$ cat src/arb_params.svh
`ifndef ARB_PARAMS_SVH
`define ARB_PARAMS_SVH

// byte address seen by both caches
`define ARB_ADDR_W    32

// 32-byte lines
`define ARB_OFFSET_W  5
`define ARB_LINE_W    256

// 64 lines in the backing memory
`define MEM_INDEX_W   6

// cycles from first strobe to response
`define MEM_LATENCY   4

`endif

$ cat src/mem_cmd_pkg.sv
`default_nettype none

package mem_cmd_pkg;

    // operation placed on the memory side
    typedef enum logic [1:0] {
        op_none  = 2'd0,
        op_read  = 2'd1,
        op_write = 2'd2
    } mem_op_e;

    // which cache port owns the memory
    typedef enum logic {
        src_inst = 1'b0,
        src_data = 1'b1
    } req_src_e;

endpackage : mem_cmd_pkg

`default_nettype wire

$ cat src/arb_state_pkg.sv
`default_nettype none

package arb_state_pkg;

    // st_done covers the two cycles the dropped
    // strobe needs to clear the input buffer
    typedef enum logic [1:0] {
        st_idle = 2'd0,
        st_mem  = 2'd1,
        st_resp = 2'd2,
        st_done = 2'd3
    } arb_state_e;

endpackage : arb_state_pkg

`default_nettype wire

$ cat src/arbiter_control.sv
`timescale 1ns/1ps
`default_nettype none

module arbiter_control import mem_cmd_pkg::*, arb_state_pkg::*; (
    input  logic     clk,
    input  logic     rst,

    // buffered cache requests
    input  logic     inst_read_i,
    input  logic     data_read_i,
    input  logic     data_write_i,

    // buffered memory response
    input  logic     mem_resp_i,

    output req_src_e grant_o,
    output mem_op_e  mem_op_o,
    output logic     load_inst_o,
    output logic     load_data_o,
    output logic     inst_resp_o,
    output logic     data_resp_o
);

    arb_state_e state_q;
    arb_state_e state_d;
    req_src_e   last_src_q;     // current grant, also the last port served
    req_src_e   pick;
    mem_op_e    op_q;
    mem_op_e    pick_op;
    logic       done_second_q;
    logic       inst_req;
    logic       data_req;
    logic       in_resp;

    assign inst_req = inst_read_i;
    assign data_req = data_read_i | data_write_i;

    // alternate on a tie, otherwise take whoever asks
    always_comb begin
        if (inst_req && data_req) begin
            pick = (last_src_q == src_inst) ? src_data : src_inst;
        end else if (data_req) begin
            pick = src_data;
        end else begin
            pick = src_inst;
        end
    end

    assign pick_op = (pick == src_data && data_write_i) ? op_write : op_read;

    always_comb begin
        state_d = state_q;
        unique case (state_q)
            st_idle: begin
                if (inst_req || data_req) begin
                    state_d = st_mem;
                end
            end
            st_mem: begin
                if (mem_resp_i) begin
                    state_d = st_resp;
                end
            end
            st_resp: state_d = st_done;
            st_done: begin
                if (done_second_q) begin
                    state_d = st_idle;
                end
            end
            default: state_d = st_idle;
        endcase
    end

    always_ff @(posedge clk) begin
        if (rst) begin
            state_q       <= st_idle;
            last_src_q    <= src_inst;  // first tie goes to data
            op_q          <= op_none;
            done_second_q <= 1'b0;
        end else begin
            state_q       <= state_d;
            done_second_q <= (state_q == st_done) && !done_second_q;
            if (state_q == st_idle && (inst_req || data_req)) begin
                last_src_q <= pick;
                op_q       <= pick_op;
            end
        end
    end

    // strobe held from issue until the response is handed back
    assign mem_op_o = (state_q == st_mem || state_q == st_resp) ? op_q : op_none;
    assign grant_o  = last_src_q;

    assign in_resp     = (state_q == st_resp);
    assign inst_resp_o = in_resp && (last_src_q == src_inst);
    assign data_resp_o = in_resp && (last_src_q == src_data);

    assign load_inst_o = inst_resp_o;                       // inst port only reads
    assign load_data_o = data_resp_o && (op_q == op_read);

endmodule : arbiter_control

`default_nettype wire

$ cat src/arbiter_datapath.sv
`timescale 1ns/1ps
`default_nettype none
`include "arb_params.svh"

module arbiter_datapath import mem_cmd_pkg::*; (
    input  logic                   clk,
    input  logic                   rst,

    input  req_src_e               grant_i,
    input  mem_op_e                mem_op_i,
    input  logic                   load_inst_i,
    input  logic                   load_data_i,

    input  logic [`ARB_ADDR_W-1:0] inst_addr_i,
    input  logic [`ARB_ADDR_W-1:0] data_addr_i,
    input  logic [`ARB_LINE_W-1:0] data_wdata_i,
    input  logic [`ARB_LINE_W-1:0] mem_rdata_i,

    output logic [`ARB_ADDR_W-1:0] mem_addr_o,
    output logic [`ARB_LINE_W-1:0] mem_wdata_o,
    output logic                   mem_read_o,
    output logic                   mem_write_o,
    output logic [`ARB_LINE_W-1:0] inst_rdata_o,
    output logic [`ARB_LINE_W-1:0] data_rdata_o
);

    logic [`ARB_ADDR_W-1:0] sel_addr;

    assign sel_addr = (grant_i == src_inst) ? inst_addr_i : data_addr_i;

    // line aligned
    assign mem_addr_o = {sel_addr[`ARB_ADDR_W-1:`ARB_OFFSET_W], {`ARB_OFFSET_W{1'b0}}};

    assign mem_wdata_o = data_wdata_i;   // only the data port writes

    assign mem_read_o  = (mem_op_i == op_read);
    assign mem_write_o = (mem_op_i == op_write);

    // per-port line registers, hold until the next load
    always_ff @(posedge clk) begin
        if (rst) begin
            inst_rdata_o <= '0;
            data_rdata_o <= '0;
        end else begin
            if (load_inst_i) begin
                inst_rdata_o <= mem_rdata_i;
            end
            if (load_data_i) begin
                data_rdata_o <= mem_rdata_i;
            end
        end
    end

endmodule : arbiter_datapath

`default_nettype wire

$ cat src/arbiter.sv
`timescale 1ns/1ps
`default_nettype none
`include "arb_params.svh"

module arbiter import mem_cmd_pkg::*; (
    input  logic                   clk,
    input  logic                   rst,

    // instruction cache, read only
    input  logic [`ARB_ADDR_W-1:0] inst_addr_i,
    input  logic                   inst_read_i,
    output logic [`ARB_LINE_W-1:0] inst_rdata_o,
    output logic                   inst_resp_o,

    // data cache
    input  logic [`ARB_ADDR_W-1:0] data_addr_i,
    input  logic                   data_read_i,
    input  logic                   data_write_i,
    input  logic [`ARB_LINE_W-1:0] data_wdata_i,
    output logic [`ARB_LINE_W-1:0] data_rdata_o,
    output logic                   data_resp_o,

    // line memory
    input  logic [`ARB_LINE_W-1:0] mem_rdata_i,
    input  logic                   mem_resp_i,
    output logic [`ARB_ADDR_W-1:0] mem_addr_o,
    output logic                   mem_read_o,
    output logic                   mem_write_o,
    output logic [`ARB_LINE_W-1:0] mem_wdata_o
);

    logic [`ARB_ADDR_W-1:0] buf_inst_addr;
    logic [`ARB_ADDR_W-1:0] buf_data_addr;
    logic [`ARB_LINE_W-1:0] buf_data_wdata;
    logic [`ARB_LINE_W-1:0] buf_mem_rdata;
    logic                   buf_inst_read;
    logic                   buf_data_read;
    logic                   buf_data_write;
    logic                   buf_mem_resp;

    req_src_e               grant;
    mem_op_e                mem_op;
    logic                   load_inst;
    logic                   load_data;
    logic                   ctl_inst_resp;
    logic                   ctl_data_resp;

    // strobes in, memory response back, responses out
    always_ff @(posedge clk) begin
        if (rst) begin
            buf_inst_read  <= 1'b0;
            buf_data_read  <= 1'b0;
            buf_data_write <= 1'b0;
            buf_mem_resp   <= 1'b0;
            inst_resp_o    <= 1'b0;
            data_resp_o    <= 1'b0;
        end else begin
            buf_inst_read  <= inst_read_i;
            buf_data_read  <= data_read_i;
            buf_data_write <= data_write_i;
            buf_mem_resp   <= mem_resp_i;
            inst_resp_o    <= ctl_inst_resp;
            data_resp_o    <= ctl_data_resp;
        end
    end

    // payload follows its strobe by one cycle
    always_ff @(posedge clk) begin
        buf_inst_addr  <= inst_addr_i;
        buf_data_addr  <= data_addr_i;
        buf_data_wdata <= data_wdata_i;
        buf_mem_rdata  <= mem_rdata_i;
    end

    arbiter_control u_control (
        .clk          (clk),
        .rst          (rst),
        .inst_read_i  (buf_inst_read),
        .data_read_i  (buf_data_read),
        .data_write_i (buf_data_write),
        .mem_resp_i   (buf_mem_resp),
        .grant_o      (grant),
        .mem_op_o     (mem_op),
        .load_inst_o  (load_inst),
        .load_data_o  (load_data),
        .inst_resp_o  (ctl_inst_resp),
        .data_resp_o  (ctl_data_resp)
    );

    arbiter_datapath u_datapath (
        .clk          (clk),
        .rst          (rst),
        .grant_i      (grant),
        .mem_op_i     (mem_op),
        .load_inst_i  (load_inst),
        .load_data_i  (load_data),
        .inst_addr_i  (buf_inst_addr),
        .data_addr_i  (buf_data_addr),
        .data_wdata_i (buf_data_wdata),
        .mem_rdata_i  (buf_mem_rdata),
        .mem_addr_o   (mem_addr_o),
        .mem_wdata_o  (mem_wdata_o),
        .mem_read_o   (mem_read_o),
        .mem_write_o  (mem_write_o),
        .inst_rdata_o (inst_rdata_o),
        .data_rdata_o (data_rdata_o)
    );

endmodule : arbiter

`default_nettype wire

$ cat config.mk
export PLATFORM = sky130hd
export DESIGN_NAME = arbiter
export DESIGN_NICKNAME = d
export VERILOG_FILES = /design/src/mem_cmd_pkg.sv /design/src/arb_state_pkg.sv /design/src/arbiter_control.sv /design/src/arbiter_datapath.sv /design/src/arbiter.sv
export VERILOG_INCLUDE_DIRS = /design/src
export SDC_FILE = /design/constraint.sdc
export NUM_CORES = 1
export LEC_CHECK = 0
export ABC_AREA = 0
export BUFFER_PORTS_ARGS = -buffer_cell sky130_fd_sc_hd__buf_2
export CORE_AREA = 2 2 538 540
export CTS_CLUSTER_SIZE = 24
export DETAILED_ROUTE_END_ITERATION = 10
export DIE_AREA = 0 0 540 542
export PLACE_DENSITY = 0.3
export SYNTH_ARGS = -nofsm -noshare
export SYNTH_HDL_FRONTEND = slang
export SYNTH_HIERARCHICAL = 1
export SYNTH_SLANG_ARGS = --single-unit
$ cat constraint.sdc
create_clock -name clk -period 2.4 [get_ports clk]
set_clock_uncertainty 0.15 [all_clocks]
set_input_delay 0.48 -clock clk [delete_from_list [all_inputs] [get_ports clk]]
set_output_delay 0.48 -clock clk [all_outputs]
set_load 0.01 [all_outputs]
# Yosys cells after proc, flatten, opt, wreduce, memory -nomap -nowiden
# Cells that the tools add are included.
[totals]
in_bits = 582
ff_bits = 1100
elab_cells = 49
[op_classes]
n_reduce_logical = 12
eq_ne = 9
n_mux = 10
bitwise = 2
[op_table]
columns = ["cell", "n"]
rows = [
  ["two-way mux 32 bit", 1],
  ["two-way mux 2 bit", 5],
  ["one-hot mux 2 bit (4 select lines)", 1],
  ["logical AND 1 bit", 7],
  ["== test 2 x 1 -> 1 bit, second input constant", 3],
  ["== test 2 bit, second input constant", 3],
  ["!= test 2 x 1 -> 1 bit, second input constant", 2],
  ["two-way mux 1 bit", 3],
  ["AND reduction 3 bit", 1],
  ["logical NOT 2 bit", 1],
  ["logical OR 1 bit", 2],
  ["!= test 2 bit, second input constant", 1],
  ["logical NOT 1 bit", 1],
  ["NOT 1 bit", 1],
  ["OR 1 bit", 1],
]

# Logic depth before layout (Yosys ltp)
# Gate-level depths: netlist of run 1.
[logic_depth]
depth_word = 5
ltp_mapped = 9

# Hierarchy
# The synthesis of run 1 kept the hierarchy.
[modules_own_cells]
columns = ["mod", "n_inst", "area_each_um2", "cells_each"]
rows = [
  ["arbiter_datapath", 1, 20945.1, 1945],
  ["arbiter", 1, 11688.7, 588],
  ["arbiter_control", 1, 375.4, 40],
]

# Worst setup path before layout of run 1
# No wires, ideal clock.
[synth_timing]
kind = "register -> register"
from = "register u_control.state_q[0]"
to = "register u_datapath.data_rdata_o[117]"
stages_incl_launch_ff = 10
arrival_time_ns = 1.548
required_time_ns = 2.122
setup_time_ns = 0.128
slack_ns = 0.575
path_cell_list = "dfxtp_1 inv_1 ha_1 and2_1 and3b_1 buf_6 buf_12 buf_12 mux2i_1 nor2_1"
[synth_via]
elab_chain_cells = 3
[synth_rtl]
columns = ["item", "line", "text"]
rows = [
  ["start: declaration", "arbiter_control.sv:24", "arb_state_e state_q;"],
  ["start signal: assignment", "arbiter_control.sv:76", "state_q <= st_idle;"],
  ["start signal: assignment", "arbiter_control.sv:81", "state_q <= state_d;"],
  ["== test 2 bit", "arbiter_control.sv:94", "assign in_resp = (state_q == st_resp);"],
  ["logical AND 1 bit", "arbiter_control.sv:96", "assign data_resp_o = in_resp && (last_src_q == src_data);"],
  ["via ctl_data_resp", "arbiter.sv:46", "logic ctl_data_resp;"],
  ["logical AND 1 bit", "arbiter_control.sv:99", "assign load_data_o = data_resp_o && (op_q == op_read);"],
  ["via load_data", "arbiter.sv:44", "logic load_data;"],
  ["end signal: assignment", "arbiter_datapath.sv:49", "data_rdata_o <= mem_rdata_i;"],
  ["end: declaration", "arbiter_datapath.sv:24", "output logic [`ARB_LINE_W-1:0] data_rdata_o"],
]
# The timed path passes the listed nets, and every way through them passes these cells.
# A chain may end at the register's enable or synchronous reset.

# Worst setup path in the final report of run 1
[layout_timing]
from = "register u_control.state_q[0]"
to = "output mem_write_o"
[layout_via]
elab_chain_cells = 4
word_cells_on_any_way = 5
classes_between = "3 x eq/ne; 1 x mux; 1 x reduce/logical"
[layout_rtl]
columns = ["item", "line", "text"]
rows = [
  ["== test 2 x 1 -> 1 bit or == test 2 bit (tied branches)", "arbiter_control.sv:91", "assign mem_op_o = (state_q == st_mem || state_q == st_resp) ? op_q : op_none;"],
  ["logical OR 1 bit (*)", "arbiter_control.sv:91", ""],
  ["two-way mux 2 bit (*)", "arbiter_control.sv:91", ""],
  ["via mem_op[1]", "arbiter.sv:42", "mem_op_e mem_op;"],
  ["== test 2 bit (*)", "arbiter_datapath.sv:37", "assign mem_write_o = (mem_op_i == op_write);"],
  ["end: declaration", "arbiter.sv:28", "output logic mem_write_o,"],
]
# The timed path passes the listed nets; every way through them passes the cells marked *.

==> out/qor.yml, run 1 <==
run_status:
  status: "complete, but fails checks"
  violations: "negative setup slack"
final_layout:
  drive_above_1_share_pct: 38.3
  layout_commonest_cell: "buf_2"
  layout-area-overhead-vs-synth_pct: 61.7
  fin_nets: 4951
  fillers: 31900
  layout_common_cells: "buf_2, dfxtp_1, dlygate4sd3_1, mux2i_1, nor2_1"
floorplanning:
  fp.dieW_microns: 540
  core_sq_um: 287000
  start_util_pct: 11.4
  ios: 1386
  dieArea_sq_um: 293000
  die_h_microns: 542
  rows: 197
worst_setup_path:
  cp_cell_sequence: "inv_2, ha_4, and2_4, nor2b_4, buf_6, buf_6"
  crit_path_max_incr_delay_ps: 340
  worstSetupPathType: "flip-flop to output pin"
  reg2reg_to: "u_datapath/inst_rdata_o[206]"
  timing.rr.start: "u_control/grant_o"
  cp_common_cell: "buf_6"
  r2r.worst_path.cells: 8
  crit_family: "flip-flops"
  crit_buf_inv: 3
  crit_slowest_cell: "dfxtp_2"
  timing.critical_path.arrival_ps: 1940
  crit_required_ps: 1770
  r2r_setup_slack_ps: 120
  path_max_fanout: 3
  crit_path_end_kind: "output pin"
  crit_path_start_kind: "flip-flop"
  cp-startpoint: "u_control/state_q[0]"
cts:
  cts_buffer_depth: 4
  path_clk_slew_ps: 60
  clockRootBuffer: "clkbuf_16"
  htree_levels: 4
  cts_buffers: 147
  cts_tree: "done"
  insertion_delay_ps: 790
  cts.sinks: 1090
global_route:
  grt_pass1_wl_mm: 217
  grt_use_total_pct: 10.6
  grt_pass1_vias: 25800
  antenna_found_initial: 121
  grt_max_degree: 71
  overflow: 0
pwr:
  powerDensity_nw_per_um2: 942
  finalPower_uw: 50000
  p_leak_uw: 0.0225
  ir_drop_mv: 0.492
sta:
  max_freq_mhz: 389
  hold_ws_ps: 150
  layout_worst_path_cycle_share_pct: 107
  setup_violations: 29
  slew_violations: 0
  finalCriticalPeriod_ps: 2570
  rsz0062_at_grt: "yes"
  hold_viol: 0
  layout_setup_ws_ps: -174
place:
  dpl.hpwl_mm: 131
  gp_congestion: 0.803
  io_buffer_count: 1370
min_path:
  hold_class: "primary input to flip-flop"
  min_from: "inst_addr_i[12]"
  min_to: "buf_inst_addr[12]"
  worst_hold_path.num_cells: 2
drt:
  drc_errors: 0
  viasPerCell: 2.97
  firstDrtPassIters: 4
  drtIter0Drc: 836
  drt-wirelength-per-cell_microns: 19.5
  antenna_left: 0
  routed_wl_mm: 162
  vias: 24600
logic_synthesis:
  ys.warnings.count: 6
  synthCells: 2563
  syn_area_sq_um: 32800
  syn_avg_cell_area_sq_um: 12.8
job:
  cap_violations: 0
[per-stage QoR]
stage | setup TNS [ps] | setup slack (ps) | utilization (%) | instance area (sq um) | instances
floorplan | 0 | 575 | - | 32800 | 2567
global placement | 0 | 192 | 14.6 | 42000 | 7415
detailed placement | 0 | 180 | 14.6 | 42000 | 7415
CTS | -7140 | -301 | 18.4 | 52900 | 8242
global route | -6060 | -277 | 18.5 | 53000 | 8288
finish | -2970 | -174 | 18.5 | 53100 | 8306
[final cells by class]
| cell class | instances | area (sq um) | area share (%) |
|---|---|---|---|
| Sequential cell | 1090 | 21800 | 41.1 |
| Timing Repair Buffer | 2028 | 13800 | 26.1 |
| Multi-Input combinational cell | 1094 | 7800 | 14.7 |
| Tap cell | 3781 | 4730 | 8.92 |
| Clock buffer | 207 | 4160 | 7.83 |
| Clock inverter | 40 | 557 | 1.05 |
| Antenna cell | 63 | 158 | 0.297 |
| Inverter | 3 | 11.3 | 0.0212 |
[registers in the layout, summed over array words and instances (netlist names)]
signal / cells
buf_data_write: 1
buf_inst_addr: 27
inst_resp_o: 1
u_control/op_q: 2
buf_mem_rdata: 256
u_control/grant_o: 1
data_resp_o: 1
buf_mem_resp: 1
buf_data_wdata: 256
u_control/state_q: 2
u_datapath/data_rdata_o: 256
buf_data_read: 1
buf_data_addr: 27
u_control/done_second_q: 1
u_datapath/inst_rdata_o: 256
buf_inst_read: 1
[repair_timing]
action / 4_1_cts / 5_1_grt
setup endpoints to repair: 29 / 29
resized for setup: 77 / 2
pin swaps: 1 / 1
hold endpoints to repair: 625 / 0
setup buffers: 6 / 1
hold buffers: 572 / 0
gates cloned: 2 / 1
[worst max-delay path by stage]
stage | to | slack, ps | depth (start not counted)
final | mem_write_o | -170 | 6
after global routing | mem_write_o | -280 | 6
after CTS | mem_addr_o[5] | -300 | 4
after detailed placement | u_datapath/data_rdata_o[132] | 180 | 8
after global placement | u_datapath/data_rdata_o[122] | 190 | 8
after floorplan | u_datapath/data_rdata_o[117] | 570 | 9
[report_power, final]
part | internal (uW) | total (uW) | switching [uW] | leakage, uW
combinational | 3820 | 7930 | 4110 | 0.0112
sequential | 19500 | 20300 | 757 | 0.00901
clock | 13000 | 21800 | 8810 | 0.00229
total | 36300 | 50000 | 13700 | 0.0225
[worst register-to-register path: stages (launching register included)]
cell	delay, ps
dfxtp_4	360
buf_12	140
clkbuf_16	180
buf_4	170
nor2b_4	180
buf_12	210
buf_4	470
mux2i_1	250
nor2_1	60
[routing by layer]
layer | global-route usage, % | routed length (microns)
met3 | 4.56 | 15200
met4 | 4.10 | 6070
met1 | 11.6 | 63300
met2 | 18.0 | 77100
met5 | 0 | 443
(Power assumes the default switching activity.)
==> inputs of run 2 (changes only) <==
--- a/config.mk
+++ b/config.mk
@@ -13,6 +13,7 @@
 export DETAILED_ROUTE_END_ITERATION = 10
 export DIE_AREA = 0 0 540 542
 export PLACE_DENSITY = 0.3
+export SETUP_SLACK_MARGIN = 0.15
 export SYNTH_ARGS = -nofsm -noshare
 export SYNTH_HDL_FRONTEND = slang
 export SYNTH_HIERARCHICAL = 1
==> constraint.sdc (replaced) <==
create_clock -name clk -period 2.4 [get_ports clk]
set_clock_uncertainty 0.15 [all_clocks]
set_input_delay 0.12 -clock clk [delete_from_list [all_inputs] [get_ports clk]]
set_output_delay 0.12 -clock clk [all_outputs]
set_load 0.01 [all_outputs]
==> out/qor.yml, run 2 (synthesized netlist as in run 1, its figures left out) <==
run_status:
  status: "finished, final reports clean"
worst_setup_path:
  crit_required_ps: 2130
  crit_path_end_kind: "output pin"
  timing.rr.start: "u_control/state_q[1]"
  r2r.worst_path.cells: 8
  worstSetupPathType: "flip-flop to output pin"
  timing.critical_path.arrival_ps: 1910
  reg2reg_to: "u_datapath/data_rdata_o[191]"
  path_max_fanout: 6
  cp-startpoint: "u_control/grant_o"
  crit_path_start_kind: "flip-flop"
  r2r_setup_slack_ps: 230
sta:
  layout_worst_path_cycle_share_pct: 90.7
  finalCriticalPeriod_ps: 2180
  setup_violations: 0
  slew_headroom_pct: 57.6
  max_freq_mhz: 459
  rsz0062_at_grt: "yes"
  hold_viol: 0
  tightest_slew_ps: 636
  finalSetupTns_ps: 0
  slew_violations: 0
  layout_setup_ws_ps: 223
place:
  io_buffer_count: 1370
  gp_congestion: 0.799
  dp_slack_ps: 177
  dpl.hpwl_mm: 130
  placed_cells: 7406
final_layout:
  layout_common_cells: "buf_2, dlygate4sd3_1, dfxtp_1, mux2i_1, nor2_1"
  drive_above_1_share_pct: 34.1
  fin_nets: 5516
  layout.cells.non_filler: 8885
  layout-area-overhead-vs-synth_pct: 78.6
  layout_commonest_cell: "buf_2"
min_path:
  min_from: "rst"
  min_to: "u_datapath/data_rdata_o[100]"
  hold_class: "primary input to flip-flop"
  worst_hold_path.num_cells: 3
pwr:
  finalPower_uw: 50700
  powerDensity_nw_per_um2: 864
  ir_drop_mv: 0.471
  p_leak_uw: 0.0248
floorplanning:
  core_sq_um: 287000
  fp.dieW_microns: 540
  start_util_pct: 11.4
  dieArea_sq_um: 293000
  die_h_microns: 542
  ios: 1386
  rows: 197
global_route:
  antenna_found_initial: 126
  grt_pass1_vias: 28200
  grt_use_total_pct: 10.8
  overflow: 0
  grt_pass1_wl_mm: 225
  grt_max_degree: 68
cts:
  clockRootBuffer: "clkbuf_16"
  path_clk_slew_ps: 60
  htree_levels: 4
  cts_buffers: 147
  cts.sinks: 1090
  cts_buffer_depth: 4
  insertion_delay_ps: 780
  cts_tree: "done"
drt:
  drt-wirelength-per-cell_microns: 18.5
  viasPerCell: 3.02
  antenna_left: 0
  drtIter0Drc: 875
  vias: 26800
  routed_wl_mm: 165
  drc_errors: 0
  firstDrtPassIters: 4
job:
  cap_violations: 0
==> run 2: per-layer routing <==
metal	track usage, %	vias to the layer above	wire [microns]
li1	-	12900	-
met1	11.7	12400	63200
met2	19.0	1082	80400
met3	4.74	289	16000
met4	3.31	70	4600
met5	0	-	495
==> run 2: where the power goes <==
| part | internal [uW] | switching [uW] | total, uW |
|---|---|---|---|
| registers | 19500 | 745 | 20200 |
| logic | 4340 | 4150 | 8490 |
| clock network | 13000 | 8880 | 21900 |
==> run 2: final cells by class <==
| type | count | area, sq um |
|---|---|---|
| fill | 31700 | 228000 |
| sequential | 1090 | 21800 |
| timing repair buffer | 2593 | 19300 |
| multi-input combinational | 1094 | 7750 |
| tap | 3781 | 4730 |
| clock buffer | 207 | 4250 |
| clock inverter | 51 | 528 |
| antenna | 66 | 165 |
| inverter | 3 | 11.3 |
==> run 2: stage by stage <==
stage	hold WS [ps]	utilization, %	instance area, sq um
after floorplan	-2.28	-	32800
after global placement	72.1	14.6	41900
after detailed placement	73.6	14.6	41900
after CTS	160	20.3	58300
after global routing	209	20.4	58500
final	230	20.4	58600
==> run 2: worst max path at each step <==
stage	end	slack [ps]
after global routing	u_datapath/data_rdata_o[191]	120
after CTS	mem_addr_o[25]	100
after global placement	u_datapath/data_rdata_o[134]	200
final	mem_addr_o[30]	220
after floorplan	u_datapath/data_rdata_o[117]	570
after detailed placement	u_datapath/data_rdata_o[148]	180
==> run 2: repair_timing <==
| action | 4_1_cts | 5_1_grt |
|---|---|---|
| endpoints found under the setup margin | 32 | 50 |
| hold buffers | 1144 | 0 |
| endpoints found under the hold margin | 1090 | 0 |
| gates resized for setup | 27 | 23 |
| cloned | 1 | 1 |
| pin swaps | 1 | 0 |
| setup buffers | 7 | 2 |
==> run 2: critical path, cell delays in order, from the launching register on <==
cell	delay, ps
dfxtp_4	370
buf_12	120
clkbuf_16	150
mux2_2	340
buf_6	120
==> inputs of run 3 (changes only) <==
--- a/config.mk
+++ b/config.mk
@@ -6,15 +6,13 @@
 export SDC_FILE = /design/constraint.sdc
 export NUM_CORES = 1
 export LEC_CHECK = 0
-export ABC_AREA = 0
 export BUFFER_PORTS_ARGS = -buffer_cell sky130_fd_sc_hd__buf_2
-export CORE_AREA = 2 2 538 540
+export CORE_AREA = 2 2 543 545
 export CTS_CLUSTER_SIZE = 24
 export DETAILED_ROUTE_END_ITERATION = 10
-export DIE_AREA = 0 0 540 542
+export DIE_AREA = 0 0 545 547
 export PLACE_DENSITY = 0.3
 export SETUP_SLACK_MARGIN = 0.15
 export SYNTH_ARGS = -nofsm -noshare
 export SYNTH_HDL_FRONTEND = slang
-export SYNTH_HIERARCHICAL = 1
 export SYNTH_SLANG_ARGS = --single-unit
==> out/qor.yml, run 3 <==
run_status:
  status: "finished, final reports clean"
cts:
  clockRootBuffer: "clkbuf_16"
  cts.sinks: 1090
  cts_tree: "done"
  path_clk_slew_ps: 60
  cts_buffer_depth: 4
  insertion_delay_ps: 820
  cts_buffers: 147
  htree_levels: 4
pwr:
  finalPower_uw: 51300
  powerDensity_nw_per_um2: 875
  p_leak_uw: 0.0245
  switching_share_pct: 28.2
  p_sw_uw: 14500
  pwr-share-seq_pct: 39.4
  internal-power_uw: 36800
  power_frac_comb_pct: 16.5
  ir_drop_mv: 0.548
  p_clk_share_pct: 44.2
logic_synthesis:
  synth_common_cells: "dfxtp_1, nand2_1, a21oi_1, buf_2, clkbuf_1"
  yosysSeqAreaShare_pct: 73.1
  synth_xor_xnor_area_share_pct: 0
  synth-main-ff-cell: "dfxtp_1"
  synth_fa_ha_area_share_pct: 0.209
  ys.warnings.count: 0
  syn_area_sq_um: 29900
  synth_top_family_by_area: "simple AND/OR/NAND/NOR gates"
  yosys.cell_count.top_type: "dfxtp_1"
  synth_cell_type_count: 28
  ys_seq_elements: 1090
  synthMuxAreaShare_pct: 1.02
  yosys.area_share.simple_pct: 13.4
  synth_top_area_share_pct: 73.1
  synth_edf_count: 0
  synth_compound_area_share_pct: 8.84
  synthCells: 2878
  async_reset_ff_share_pct: 0
  synth_area_leaders: "dfxtp_1, nand2_1, a21oi_1"
  syn_avg_cell_area_sq_um: 10.4
  synth_top_area_cell: "dfxtp_1"
min_path:
  hold_class: "primary input to flip-flop"
place:
  io_buffer_count: 1370
  post_dp_cell_area_sq_um: 41600
  dpl.hpwl_mm: 147
  placed_cells: 8059
  gp_congestion: 0.821
global_route:
  grt_pass1_wl_mm: 250
  grt_max_degree: 81
  grt_use_total_pct: 12.0
  overflow: 0
  grt_pass1_vias: 30700
  antenna_found_initial: 127
floorplanning:
  rows: 199
  start_util_pct: 10.2
  dieArea_sq_um: 298000
  die_h_microns: 547
  core_sq_um: 293000
  fp.dieW_microns: 545
  ios: 1386
drt:
  routed_wl_mm: 186
  route.met3.wl_mm: 16.3
  drtIter0Drc: 1238
  antenna_left: 0
  drt-wirelength-per-cell_microns: 19.5
  vias: 30100
  firstDrtPassIters: 4
  viasPerCell: 3.15
  wl_met1_mm: 70.2
  drc_errors: 0
  wl_met2_mm: 93.5
  routed.top_layer: "met5"
worst_setup_path:
  crit_required_ps: 2130
  crit_path_start_kind: "flip-flop"
  crit_slowest_cell: "mux2_2"
  crit_family: "multiplexers"
  worstSetupPathType: "flip-flop to output pin"
  crit_buf_inv: 2
  timing.critical_path.arrival_ps: 2010
  crit_path_end_kind: "output pin"
  crit_path_max_incr_delay_ps: 430
  path_max_fanout: 14
  cp_cell_sequence: "buf_12, mux2_2, buf_2"
final_layout:
  layout-area-overhead-vs-synth_pct: 96.2
  post-route-util_pct: 20.0
  layout_common_cells: "buf_2, dlygate4sd3_1, dfxtp_1, nand2_1, a21oi_1"
  drive_above_1_share_pct: 31.1
  layout.cells.non_filler: 9545
  final_area_sq_um: 58600
  layout_commonest_cell: "buf_2"
  fin_nets: 6026
sta:
  slew_headroom_pct: 56.7
  slew_violations: 0
  max_freq_mhz: 439
  finalCriticalPeriod_ps: 2280
  hold_viol: 0
  tightest_slew_ps: 649
  finalSetupTns_ps: 0
  layout_worst_path_cycle_share_pct: 94.9
  rsz0062_at_grt: "yes"
  setup_violations: 0
job:
  cap_violations: 0
run 3: cell count changes in the layout (fill, tap and decap cells not counted), sizes merged, moves of 3 or more:
| cell | delta |
|---|---|
| a21oi | +512 |
| bufinv | +4 |
| clkbuf | -5 |
| clkinv | +3 |
| diode | +5 |
| inv | +3 |
| mux2i | -514 |
| nand2 | +1025 |
| nor2 | -509 |
| nor2b | -4 |
run 3: worst paths after layout:
kind | startpoint | endpoint | slack, ps | cells after the start
worst max-delay path | u_control.grant_o | mem_addr_o[22] | 120 | 3
worst min-delay path | mem_rdata_i[106] | buf_mem_rdata[106] | 50 | 2
worst max register to register | u_control.state_q[0] | u_datapath.data_rdata_o[115] | 270 | 7
worst min register to register | buf_mem_rdata[40] | u_datapath.inst_rdata_o[40] | 270 | 2
run 3: area by class of cell:
class | count | area (sq um)
Fill cell | 32600 | 234000
Timing Repair Buffer | 2590 | 19600
Clock inverter | 62 | 747
Multi-Input combinational cell | 1607 | 7130
Clock buffer | 203 | 4240
Inverter | 3 | 11.3
Antenna cell | 71 | 178
Sequential cell | 1090 | 21800
Tap cell | 3919 | 4900
run 3: logic make-up after synthesis:
family / count (synthesis)
buffers and inverters: 185
other: 1
muxes: 27
and+or+nand+nor: 1048
DFF: 1090
AOI/OAI and AO/OA: 522
adders and majority gates: 5
run 3: timing repair:
item,CTS,global route
hold buffers,1142,0
pin swaps,2,0
endpoints found under the hold margin,1078,0
gates cloned,2,0
setup endpoints to repair,30,39
resized for setup,60,6
buffers inserted,4,2
run 3: per-layer routing:
| metal | vias to the layer above | track usage (%) |
|---|---|---|
| met2 | 1054 | 21.7 |
| met4 | 106 | 3.86 |
| li1 | 14500 | - |
| met1 | 14100 | 12.8 |
| met5 | - | 0 |
| met3 | 325 | 4.38 |
run 3: metrics by stage:
stage	hold slack, ps	setup WS (ps)
floorplan	-2.28	749
global placement	72.1	236
finish	51.8	121
detailed placement	73.6	216
CTS	0.861	-12.2
global route	18.3	27.5
run 3: power by group through the flow:
stage | combinational, uW | clock (uW) | sequential (uW)
floorplan | 2330 | 0 | 20900
finish | 8440 | 22600 | 20200
detailed placement | 6800 | 0 | 20600
CTS | 8690 | 23600 | 20200
global route | 9180 | 24200 | 20300
global placement | 6800 | 0 | 20600
